**src/hw/mips_defs.svh**
```systemverilog
`ifndef MIPS_DEFS_SVH
`define MIPS_DEFS_SVH

// ####################
// Memory map
// ####################

`define MIPS_RESET_PC     32'h4   // First instruction fetched after reset
`define MIPS_RAM_WORDS    64      // Covers the 8-bit loader byte address space

// ####################
// Timing and buffering
// ####################

`define MIPS_RAM_WAIT     2       // Cycles of waitrequest before readdata is good
`define MIPS_QUEUE_DEPTH  4       // Prefetch entries as a power of two

`endif

```
**src/hw/mips_bus_pkg.sv**
```systemverilog
`default_nettype none

package mips_bus_pkg;

    // One prefetched instruction
    typedef struct packed {
        logic [31:0] pc;     // Byte address it was read from
        logic [31:0] instr;  // Raw instruction word
    } queue_entry_t;

    // Control transfer request from execute
    typedef struct packed {
        logic        valid;
        logic [31:0] target;
    } redirect_t;

endpackage

`default_nettype wire

```
**src/hw/avalon_if.sv**
```systemverilog
`timescale 1ns/100ps
`default_nettype none

// Read-only Avalon-MM instruction bus
interface avalon_if;

    logic [31:0] address;      // Byte address
    logic        read;
    logic        waitrequest;  // Slave stall, transfer completes when low
    logic [31:0] readdata;

    modport master (
        output address,
        output read,
        input  waitrequest,
        input  readdata
    );

    modport slave (
        input  address,
        input  read,
        output waitrequest,
        output readdata
    );

endinterface

`default_nettype wire

```
**src/hw/mips_fetch.sv**
```systemverilog
`timescale 1ns/100ps
`default_nettype none

`include "mips_defs.svh"

module mips_fetch import mips_bus_pkg::*; (
    input  logic         clk,
    input  logic         rst,
    avalon_if.master     bus,
    output logic         push,
    output queue_entry_t entry,
    input  logic         full,
    input  redirect_t    redirect,
    input  logic         active
);

    logic [31:0] pc;        // Next address to fetch
    logic [31:0] addr_q;    // Address of the outstanding read
    logic        pending;   // Read in flight
    logic        stale;     // Outstanding read was overtaken by a redirect
    logic        start;
    logic        done;

    // A new read is launched only with room in the queue, so every
    // completed read has a free slot waiting for it
    assign start = !pending && active && !full && !redirect.valid;
    assign done  = bus.read && !bus.waitrequest;

    assign bus.read    = pending || start;
    assign bus.address = pending ? addr_q : pc;  // Held stable while pending

    assign push        = done && !stale && !redirect.valid;
    assign entry.pc    = addr_q;
    assign entry.instr = bus.readdata;

    always_ff @(posedge clk) begin
        if (rst) begin
            pending <= 1'b0;
            stale   <= 1'b0;
            pc      <= `MIPS_RESET_PC;
        end else begin
            if (start) begin
                pending <= 1'b1;
                pc      <= pc + 32'd4;
            end else if (done) begin
                pending <= 1'b0;
            end

            if (done) begin
                stale <= 1'b0;
            end else if (redirect.valid && pending) begin
                stale <= 1'b1;  // Let it finish and drop the data
            end

            if (redirect.valid) begin
                pc <= redirect.target;
            end
        end
    end

    always_ff @(posedge clk) begin
        if (start) begin
            addr_q <= pc;
        end
    end

endmodule

`default_nettype wire

```
**src/flat_wrapper.sv**
```systemverilog
// flat-port wrapper written by rule: the top's interface ports become plain ports
module mips_fetch_flat import mips_bus_pkg::*;
  (clk, rst, push, entry, full, redirect, active, bus_address, bus_read, bus_waitrequest, bus_readdata);
  avalon_if bus_i ();
  input  logic clk;
  input  logic rst;
  output logic push;
  output queue_entry_t entry;
  input  logic full;
  input  redirect_t redirect;
  input  logic active;
  output wire logic [$bits(bus_i.address)-1:0] bus_address;
  output wire logic [$bits(bus_i.read)-1:0] bus_read;
  input wire logic [$bits(bus_i.waitrequest)-1:0] bus_waitrequest;
  input wire logic [$bits(bus_i.readdata)-1:0] bus_readdata;
  assign bus_address = bus_i.address;
  assign bus_read = bus_i.read;
  assign bus_i.waitrequest = bus_waitrequest;
  assign bus_i.readdata = bus_readdata;
  mips_fetch u_core (.clk(clk), .rst(rst), .bus(bus_i), .push(push), .entry(entry), .full(full), .redirect(redirect), .active(active));
endmodule
```
**config.mk**
```make
export PLATFORM = sky130hd
export DESIGN_NAME = mips_fetch_flat
export DESIGN_NICKNAME = d
export VERILOG_FILES = /design/src/hw/mips_bus_pkg.sv /design/src/hw/avalon_if.sv /design/src/hw/mips_fetch.sv /design/src/flat_wrapper.sv
export VERILOG_INCLUDE_DIRS = /design/src /design/src/hw
export SDC_FILE = /design/constraint.sdc
export NUM_CORES = 1
export LEC_CHECK = 0
export BUFFER_PORTS_ARGS = -buffer_cell sky130_fd_sc_hd__buf_2
export CORE_MARGIN = 8
export CORE_UTILIZATION = 35
export CTS_CLUSTER_SIZE = 24
export DETAILED_ROUTE_END_ITERATION = 10
export PLACE_DENSITY = 0.68
export SLEW_MARGIN = 10
export SYNTH_ARGS = -nofsm -noshare
export SYNTH_HDL_FRONTEND = slang
export SYNTH_SLANG_ARGS = --single-unit
```
**constraint.sdc**
```tcl
create_clock -name clk -period 3.3 [get_ports clk]
set_input_delay 0.33 -clock clk [delete_from_list [all_inputs] [get_ports clk]]
set_output_delay 0.33 -clock clk [all_outputs]
set_load 0.005 [all_outputs]
```
==> Word level (Yosys, flattened, before mapping) <==
Index checks and enable logic that the tools add are counted.
{ "word_totals": {"output_inout_bits": 98, "inputBits": 70, "elab_cells": 26, "register_bits": 66} }
{ "classes": {"add_sub_neg": 1, "mux": 5, "reduce_logical": 16} }
{ "op_table": {"columns": ["cell", "count"], "rows": [
  ["32-bit two-way mux", 3],
  ["32-bit by 3-bit adder with 32-bit output, second input constant", 1],
  ["1-bit logical AND", 7],
  ["1-bit logical NOT", 5],
  ["2-bit nonzero test", 2],
  ["1-bit two-way mux", 2],
  ["2-bit OR reduction", 1],
  ["1-bit logical OR", 1]
]} }

==> Longest topological paths before layout <==
Gate-level depths: netlist of the first run.
{ "logic_depth": {"depth_word": 8, "ltp_mapped": 7, "depth_no_buf": 5} }

==> Worst setup path after synthesis of the first run <==
No wires, ideal clock.
{ "synth_timing": {"path_kind": "reg2out", "from": "register u_core.pending", "to": "output bus_read", "path_buffers": 2, "path_slack_ns": 0.326, "path_stages_with_launch": 6, "arrival_ns": 2.644, "required_ns": 2.970, "cell_sequence": "dfxtp_1 > buf_6 > or3b_1 > buf_2 > nor2_1 > or2_2"} }
{ "synth_between": {"elab_chain_len": 5} }
{ "synth_lines": {"columns": ["element", "line_no", "text"], "rows": [
  ["start, declared", "mips_fetch.sv:19", "logic pending;"],
  ["start signal, assigned", "mips_fetch.sv:38", "pending <= 1'b0;"],
  ["start signal, assigned", "mips_fetch.sv:43", "pending <= 1'b1;"],
  ["start signal, assigned", "mips_fetch.sv:46", "pending <= 1'b0;"],
  ["1-bit logical NOT", "mips_fetch.sv:26", "assign start = !pending && active && !full && !redirect.valid;"],
  ["1-bit logical AND (3 in series)", "mips_fetch.sv:26", null],
  ["named net u_core.start", "mips_fetch.sv:21", "logic start;"],
  ["1-bit logical OR", "mips_fetch.sv:29", "assign bus.read = pending || start;"],
  ["end, declared", "flat_wrapper.sv:13", "output wire logic [$bits(bus_i.read)-1:0] bus_read;"]
]} }
The timed path passes the listed nets, and every way through them passes these cells.

==> Worst setup path after layout of the first run <==
{ "layout_timing": {"from": "register u_core.pc[9]", "to": "register u_core.pc[28]"} }
{ "layout_between": {"elab_chain_len": 3} }
{ "layout_lines": {"columns": ["element", "line_no", "text"], "rows": [
  ["start, declared", "mips_fetch.sv:17", "logic [31:0] pc;"],
  ["start signal, assigned", "mips_fetch.sv:40", "pc <= `MIPS_RESET_PC;"],
  ["start signal, assigned", "mips_fetch.sv:44", "pc <= pc + 32'd4;"],
  ["start signal, assigned", "mips_fetch.sv:56", "pc <= redirect.target;"],
  ["32-bit by 3-bit adder with 32-bit output", "mips_fetch.sv:44", null],
  ["32-bit two-way mux", "mips_fetch.sv:42", "if (start) begin"],
  ["32-bit two-way mux", "mips_fetch.sv:55", "if (redirect.valid) begin"]
]} }
No other way between the ends. The select of a mux whose other input is x is not followed.
A chain may end at the register's enable or synchronous reset.

==> run metrics, run 1 <==
Fin. Hold Viols=0; DRT Pass-1 Iters=4; post-route antenna net violation count=0; Synth top area share=between 20% and 30%; clock buffer depth=2; Worst Setup End Kind=flip-flop; Crit Path Category=reg2reg; DPL Wire Length=a little over 7000 µm; routed wire length per instance=17.30 µm; Worst-Skew Late Latency=between 0.3 and 0.4 ns; # diodes=0; post-route clock period utilization=a little over two thirds; routability congestion estimate=roughly 0.84; layout cell share with drive strength beyond 1=a little over a third; DRC viols=0; Mean Syn Cell Area=approximately 10 µm²; post-route setup slack=0.9773 ns; worst-margin pin slew=around 0.73 ns; unrepaired setup endpoints after global routing=no; pwr dens=roughly 460 nW/µm²; total number of H-tree levels=3; clk slew on worst S/H paths=about 0.070 ns; Synth area leader=edfxtp_1; post-CTS setup buffer count=0; leak pwr=~0.0017 µW; fmax=0.4305 GHz; CTS root buf=clkbuf_8; most frequent cell after synthesis=dfxtp_1; Vias=2991; cell count after synthesis=358; Final Slew Violations=0; post-synthesis register bit count=66; hold_ws=~0.21 ns; final clock skew=0.007570 ns; hold crit path type=in2reg; Psw=466.8 µW; Ys Warns=0; Clk network pwr share=just under 40%; Place WS=around 1.0 ns; I/O Buffers=just over 100; initial drt markers=approximately 140; CTS sink count=66; crit path time final=around 2.3 ns; Max FO, Critical Path=11; antenna violations before repair=0; Startpoint Class=flip-flop; Area contributors post-synth=edfxtp_1 27%, dfxtp_1 19%, mux2_2 8.8%; Starting Density=35.39%; Logic pwr share=about 11%; Die Y=between 100 and 150 µm; Async SR Flop Fraction=0%; CTS tree=built; Die W=117.3 µm; final setup fails=0; Syn-to-layout area delta=17.19%; Post-synth top cells=34 x dfxtp_1, 32 x buf_4, 32 x edfxtp_1; post-synthesis cell type count=48; PostCTS Resize Cnt=0; filler cell count=~1000; total global-route track usage=roughly 14%; final WL=between 9000 and 10000 µm; Mapped Area=~3600 µm²; Num CTS Buffers=9; Sw Ratio=24.35%; Worst Path Arrival=approximately 2.6 ns; number of core rows=37; Max-Cap Viols=0; area of the core=about 10000 µm²; internal power=approximately 1500 µW; final net count=493; sequential-to-total area share from yosys stat=a little under half; setup TNS=0 ns; GRT overflow=0; die footprint=approximately 14000 µm²; status=complete, no violations; vias in the first global route=just under 3000; largest net degree at the start of global routing=46; Max VDD drop=0.1983 mV; Seq pwr share=49.8%; vias per inst=approximately 5.3; Hold Buf Count CTS=0; synthesized net count=roughly 430; EDFF count, synth=32; I/O pin count=between 150 and 200; Slew headroom=51.22%; Synth Flop Type=dfxtp_1; worst endpoint required time=3.54 ns; first-pass GRT wire length=15190 µm
==> cells by family (layout without fill, tap and decap cells) <==
group | Yosys count | in the layout | synth area share, %
DFF | 66 | 66 | 45.75
buffers and inverters | 76 | 145 | 11.58
AOI/OAI and AO/OA | 59 | 59 | 12.45
xor gates and xnor gates | 10 | 10 | 2.441
and+or+nand+nor | 115 | 115 | 17.82
muxes | 31 | 31 | 9.623
adders and majority gates | 1 | 1 | 0.3486
==> power groups by stage <==
| stage | Sequential (µW) | Combinational [µW] | Clock [µW] |
|---|---|---|---|
| finish | 955 | 218 | 745 |
| CTS | 954 | 221 | 753 |
| global placement | 969 | 220 | 0 |
| floorplan | 955 | 159 | 0 |
| global route | 963 | 242 | 784 |
| detailed placement | 972 | 220 | 0 |
==> cell type report <==
class,instances,area [µm²],share of cell area (%)
Sequential cell,66,1643,39.07
Multi-Input combinational cell,216,1539,36.60
Timing Repair Buffer,109,560.5,13.33
Clock buffer,15,187.7,4.463
Tap cell,136,170.2,4.046
Inverter,20,75.07,1.785
Clock inverter,1,30.03,0.7141
==> layout by cell type (no fill, tap or decap), types with 8 or more instances in the layout <==
master	count
and4_1	10
a211oi_1	11
dfxtp_1	33
edfxtp_1	32
a311oi_1	9
buf_2	103
nand3_1	9
clkbuf_8	11
o21ai_0	8
a2111oi_0	9
xnor2_1	8
nand2_1	18
nand4_1	9
inv_1	20
mux2_2	28
nor2_1	24
nor4_1	15
==> worst max-delay path: stages (launching register included) <==
cell,delay (ns)
dfxtp_1,0.44
nand4_1,0.42
or4_1,0.78
or2_0,0.27
a2111oi_1,0.31
==> flip-flops by register name, summed over array words and instances (netlist names) <==
signal	cells
u_core.addr_q	32
u_core.pending	1
u_core.pc	32
u_core.stale	1
==> metrics by stage <==
step           utilization (%)  instance area, µm²  power, µW  cells
2_1_floorplan                -                3588       1114    358
3_3_place_gp             39.33                3988       1189    547
3_5_place_dp             39.33                3988       1193    547
4_1_cts                  41.48                4205       1929    563
5_1_grt                  41.48                4205       1989    563
6_report                 41.48                4205       1917    563
==> path summary, 6_finish.rpt <==
| path | from | end | slack, ns | cells past startpoint |
|---|---|---|---|---|
| max | u_core.pc[9]$_SDFFE_PP0P_ | u_core.pc[28]$_SDFFE_PP0P_ | 0.98 | 4 |
| min | redirect[2] | u_core.pc[2]$_SDFFE_PP1P_ | 0.21 | 3 |
| max reg2reg | u_core.pc[9]$_SDFFE_PP0P_ | u_core.pc[28]$_SDFFE_PP0P_ | 0.98 | 4 |
| min reg2reg | u_core.pc[1]$_SDFFE_PP0P_ | u_core.addr_q[1]$_DFFE_PP_ | 0.45 | 0 |
==> metal layers <==
metal	GRT usage [%]	routed length, µm	vias up
met1	18.13	4459	1425
met4	4.949	150	0
li1	-	-	1433
met5	0	0	-
met2	22.05	4383	108
met3	4.310	747	25
Power figures use the tool's default switching activity.
==> run 2, diff against run 1 <==
--- a/config.mk
+++ b/config.mk
@@ -11,7 +11,7 @@
 export CORE_UTILIZATION = 35
 export CTS_CLUSTER_SIZE = 24
 export DETAILED_ROUTE_END_ITERATION = 10
-export PLACE_DENSITY = 0.68
+export PLACE_DENSITY = 0.7
 export SLEW_MARGIN = 10
 export SYNTH_ARGS = -nofsm -noshare
 export SYNTH_HDL_FRONTEND = slang
==> constraint.sdc (replaced) <==
create_clock -name clk -period 2.05 [get_ports clk]
set_input_delay 0.205 -clock clk [delete_from_list [all_inputs] [get_ports clk]]
set_output_delay 0.205 -clock clk [all_outputs]
set_load 0.005 [all_outputs]
==> run metrics, run 2 (same netlist as run 1, synthesis figures left out) <==
CTS sink count=66 (unchanged); leak pwr=0.001756 µW (+5.8%); routed wire length per instance=17.49 µm (+1.1%); I/O pin count=168 (unchanged); Psw=766.6 µW (+64%); DRT Pass-1 Iters=5 (+1); final net count=515 (+4.5%); fmax=0.4974 GHz (+16%); pwr dens=665.1 nW/µm² (+46%); clk slew on worst S/H paths=0.07 ns (about the same); I/O Buffers=103 (unchanged); Vias=3133 (+4.7%); Clk network pwr share=33.4% (-5.4 points); layout cell share with drive strength beyond 1=39.87% (+3.6 points); final core utilization=42.91% (+1.4 points); crit path to=u_core.pc[28]$_SDFFE_PP0P_; final WL=10230 µm (+5.0%); Final Slew Violations=0 (unchanged); commonest non-fill, non-tap cell in the layout=buf_2; clock buffer depth=2 (unchanged); setup TNS=0 ns (unchanged); worst-margin pin slew=0.6760 ns (-0.05482 ns); Max-Cap Viols=0 (unchanged); post-route clock period utilization=98.08% (+28 points); Slew headroom=54.93% (+3.7 points); Logic pwr share=14.3% (+2.9 points); GRT overflow=0 (unchanged); vias per inst=5.356 (+0.81%); post-route antenna net violation count=0 (unchanged); Worst Setup End Kind=flip-flop; final non-filler cell total=585 (+3.9%); DRC viols=0 (unchanged); largest net degree at the start of global routing=43 (-6.5%); Sw Ratio=26.50% (+2.1 points); post-CTS setup buffer count=0 (unchanged); # diodes=0 (unchanged); Worst R2R Path Depth=4 (unchanged); most frequent cells in the layout=103 x buf_2, 33 x dfxtp_1, 32 x edfxtp_1; area of the core=10140 µm² (unchanged); first-pass GRT wire length=16070 µm (+5.8%); hold crit path type=in2reg; Fin. Hold Viols=0 (unchanged); reg-to-reg critical path startpoint=u_core.pending$_SDFFE_PP0P_; Crit Path Category=reg2reg; final clock skew=0.008666 ns (+0.001096 ns); antenna violations before repair=0 (unchanged); Worst-Skew Late Latency=0.35 ns (about the same); filler cell count=998 (-1.1%); hold_ws=0.07768 ns (-0.1335 ns); die footprint=13750 µm² (unchanged); DPL Wire Length=7551 µm (+6.3%); internal power=2127 µW (+47%); unrepaired setup endpoints after global routing=yes; initial drt markers=179 (+25%); Place WS=-0.007089 ns (-1.015 ns); Max FO, Critical Path=7 (-4); final setup fails=0 (unchanged); Starting Density=35.39% (unchanged); crit path from=u_core.pending$_SDFFE_PP0P_; Worst Path Arrival=2.25 ns (-0.31 ns); Die W=117.3 µm (unchanged); Startpoint Class=flip-flop; Max VDD drop=0.2410 mV (+22%); reg2reg setup slack=0.04 ns (-0.94 ns); top flop regs=u_core.addr_q: 32 flops, u_core.pc: 32 flops; number of core rows=37 (unchanged); Num CTS Buffers=9 (unchanged); total global-route track usage=15.31% (+1.2 points); Seq pwr share=52.3% (+2.5 points); worst r2r dst=u_core.pc[28]$_SDFFE_PP0P_; CTS tree=built; crit path time final=2.011 ns (-0.3121 ns); dpl cells=569 (+4.0%); total number of H-tree levels=3 (unchanged); vias in the first global route=3140 (+6.0%); Syn-to-layout area delta=21.23%; worst endpoint required time=2.29 ns (-1.25 ns); Die Y=117.3 µm (unchanged); hold_sp=redirect[2]; post-route setup slack=0.03944 ns (-0.9379 ns); CTS root buf=clkbuf_8; status=complete, no violations; routability congestion estimate=0.8518 (+1.1%)
run 2: worst max-delay path, cell delays in order, from the launching register on:
cell and delay (ns):
dfxtp_2 0.33, or3b_1 0.37, or4_4 0.59, or2_0 0.22, a2111oi_1 0.38
run 2: power by group through the flow:
| stage | logic [µW] | registers (µW) | clock network (µW) |
|---|---|---|---|
| 5_1_grt | 459 | 1520 | 1050 |
| 2_1_floorplan | 260 | 1540 | 0 |
| 3_5_place_dp | 413 | 1540 | 0 |
| 4_1_cts | 415 | 1510 | 985 |
| 6_report | 414 | 1510 | 965 |
| 3_3_place_gp | 406 | 1540 | 0 |
run 2: how the worst min path moves through the flow:
stage / slack (ns) / depth (start not counted) / to
global route: 0.09 / 3 / u_core.pc[2]$_SDFFE_PP1P_
detailed placement: 0.41 / 0 / entry[0]
floorplan: 0.28 / 1 / u_core.pc[24]$_SDFFE_PP0P_
CTS: 0.07 / 3 / u_core.pc[2]$_SDFFE_PP1P_
global placement: 0.41 / 0 / entry[0]
finish: 0.08 / 3 / u_core.pc[2]$_SDFFE_PP1P_
run 2: final cells by class:
cell class / instances / area, µm² / share of cell area [%]
Clock buffer: 13 / 148.9 / 3.422
Clock inverter: 3 / 15.01 / 0.3451
Inverter: 20 / 75.07 / 1.726
Multi-Input combinational cell: 216 / 1556 / 35.78
Sequential cell: 66 / 1643 / 37.76
Tap cell: 136 / 170.2 / 3.911
Timing Repair Buffer: 131 / 742.0 / 17.05
run 2: per-layer routing:
layer	vias to the layer above	track usage [%]	routed length [µm]
li1	1480	-	-
met1	1480	19.03	4315
met2	156	24.11	4775
met3	17	4.618	953
met4	0	6.485	186
met5	-	0	0
run 2: what timing repair did:
item,CTS,global route
resized for setup,0,5
endpoints found under the setup margin,0,4
hold buffers,0,0
run 2: metrics by stage:
step	instance area (µm²)	power, µW
3_3_place_gp	4169	1942
3_5_place_dp	4169	1955
5_1_grt	4350	3028
2_1_floorplan	3612	1796
6_report	4350	2893
4_1_cts	4333	2913
==> run 3, diff against run 2 <==
--- a/config.mk
+++ b/config.mk
@@ -7,11 +7,14 @@
 export NUM_CORES = 1
 export LEC_CHECK = 0
 export BUFFER_PORTS_ARGS = -buffer_cell sky130_fd_sc_hd__buf_2
+export CELL_PAD_IN_SITES_DETAIL_PLACEMENT = 0
+export CELL_PAD_IN_SITES_GLOBAL_PLACEMENT = 1
 export CORE_MARGIN = 8
-export CORE_UTILIZATION = 35
+export CORE_UTILIZATION = 31
 export CTS_CLUSTER_SIZE = 24
 export DETAILED_ROUTE_END_ITERATION = 10
-export PLACE_DENSITY = 0.7
+export GPL_TIMING_DRIVEN = 0
+export PLACE_DENSITY = 0.82
 export SLEW_MARGIN = 10
 export SYNTH_ARGS = -nofsm -noshare
 export SYNTH_HDL_FRONTEND = slang
==> run metrics, run 3 (same netlist as run 1, synthesis figures left out) <==
status=complete, no violations; Vias=3394 (+8.3%); antenna violations before repair=0 (unchanged); DRT Pass-1 Iters=4 (-1); setup TNS=0 ns (unchanged); worst endpoint required time=2.29 ns (about the same); reg-to-reg critical path startpoint=u_core.pc[7]$_SDFFE_PP0P_; Seq pwr share=41.9% (-10 points); Num CTS Buffers=9 (unchanged); number of core rows=39 (+5.4%); total global-route track usage=15.39% (+0.077 points); Slowest-stage cell, CP=or4_4; routed wire length per instance=18.26 µm (+4.4%); Die Y=123.6 µm (+5.4%); CTS tree=built; dpl cells=635 (+12%); post-route antenna net violation count=0 (unchanged); Place WS=-0.3317 ns (-0.3246 ns); crit path time final=1.985 ns (-0.02601 ns); leak pwr=0.002093 µW (+19%); Hold Buf Count CTS=0 (unchanged); Logic pwr share=12.8% (-1.5 points); Max-Cap Viols=0 (unchanged); final clock skew=0.005639 ns (-0.003026 ns); vias per inst=5.150 (-3.8%); family with the most delay on the worst path=simple AND/OR/NAND/NOR gates; first-pass GRT wire length=18150 µm (+13%); Startpoint Class=flip-flop; Worst Path Buf+Inv=1 (+1); clk slew on worst S/H paths=0.05 ns (-0.02 ns); final setup fails=0 (unchanged); crit-path cells=nand4_1 -> buf_4 -> or4_4 -> or2_1 -> a2111oi_2; DRC viols=0 (unchanged); Starting Density=31.56% (-3.8 points); die footprint=15270 µm² (+11%); vias in the first global route=3418 (+8.9%); hold_sp=redirect[0]; CTS sink count=66 (unchanged); pwr dens=736.9 nW/µm² (+11%); Crit Path Category=reg2reg; area of the core=11370 µm² (+12%); CTS root buf=clkbuf_16; Syn-to-layout area delta=39.05%; fmax=0.5039 GHz (+1.3%); Worst-Skew Late Latency=0.34 ns (about the same); internal power=2809 µW (+32%); I/O pin count=168 (unchanged); final WL=12030 µm (+18%); layout cell share with drive strength beyond 1=51.16% (+11 points); largest net degree at the start of global routing=18 (-58%); initial drt markers=205 (+15%); GRT overflow=0 (unchanged); Fin. Hold Viols=0 (unchanged); Die W=123.6 µm (+5.4%); post-route setup slack=0.06546 ns (+0.02601 ns); I/O Buffers=134 (+30%); crit path from=u_core.pc[7]$_SDFFE_PP0P_; clock buffer depth=2 (unchanged); final non-filler cell total=659 (+13%); Worst Setup End Kind=flip-flop; top flop regs=u_core.addr_q: 32 flops, u_core.pc: 32 flops; max incr delay on CP=0.53 ns (-0.06 ns); final net count=583 (+13%); # diodes=0 (unchanged); Psw=868.4 µW (+13%); Worst Path Arrival=2.22 ns (-0.03 ns); hold crit path type=in2reg; routability congestion estimate=0.8443 (-0.88%); Final Slew Violations=0 (unchanged); reg2reg setup slack=0.07 ns (+0.03 ns); commonest non-fill, non-tap cell in the layout=buf_2; worst-margin pin slew=0.6267 ns (-0.04933 ns); Max VDD drop=0.3609 mV (+50%); total number of H-tree levels=3 (unchanged); Clk network pwr share=45.3% (+12 points); Max FO, Critical Path=7 (unchanged); post-route clock period utilization=96.81% (-1.3 points); DPL Wire Length=8861 µm (+17%); Sw Ratio=23.62% (-2.9 points); Slew headroom=58.22% (+3.3 points); most frequent cells in the layout=135 x buf_2, 48 x buf_4, 32 x edfxtp_1
[run 3: changes by cell type in the layout (fill, tap and decap cells not counted), sizes merged]
cell	before	now
clkinv	3	0
nor2	25	26
clkbuf	13	25
bufinv	0	1
buf	131	187
[run 3: final cells by class]
class	instances	area, µm²
flip-flops and latches	66	1665
inverters	20	75.07
clock inverters	1	30.03
clock buffers	14	294.0
well taps	143	178.9
plain buffers	49	319.1
repair buffers	149	783.3
multi-input cells	217	1644
fillers	1125	6380
[run 3: power groups by stage]
stage                     registers (µW)  logic (µW)  clock network [µW]
after floorplan                     1540         260                   0
after global placement              1560         455                   0
after detailed placement            1560         460                   0
after CTS                           1540         467                1680
after global routing                1550         522                1760
final                               1540         472                1660
[run 3: worst register-to-register path: stages, from the launching register on]
cell	delay, ns
dfxtp_2	0.41
nand4_1	0.17
buf_4	0.18
or4_4	0.53
or2_1	0.25
a2111oi_2	0.34
[run 3: final timing paths]
kind,to,cells past startpoint
hold reg to reg,u_core.addr_q[1]$_DFFE_PP_,0
setup / recovery,u_core.pc[28]$_SDFFE_PP0P_,5
hold / removal,u_core.pc[0]$_SDFFE_PP0P_,3
setup reg to reg,u_core.pc[28]$_SDFFE_PP0P_,5
[run 3: repair_timing]
action,in CTS,in global routing
gates resized for setup,17,35
buffers inserted,7,8
pin swaps,6,8
endpoints found under the hold margin,0,0
gates cloned,1,0
setup endpoints to repair,71,42
[run 3: stage by stage]
step | power [µW] | cell area (µm²) | utilization [%] | hold slack [ns]
2_1_floorplan | 1796 | 3612 | - | 0.2838
3_3_place_gp | 2012 | 4462 | 39.24 | 0.4173
4_1_cts | 3686 | 4850 | 42.65 | 0.1024
5_1_grt | 3828 | 4990 | 43.89 | 0.1030
3_5_place_dp | 2022 | 4462 | 39.24 | 0.4197
6_report | 3677 | 4990 | 43.89 | 0.1061
[run 3: layer usage]
layer / GRT usage (%) / part of all wire [%]
met5: 0 / 0
met1: 20.08 / 44
met2: 24.30 / 46
met3: 3.536 / 8.7
met4: 5.794 / 1.3
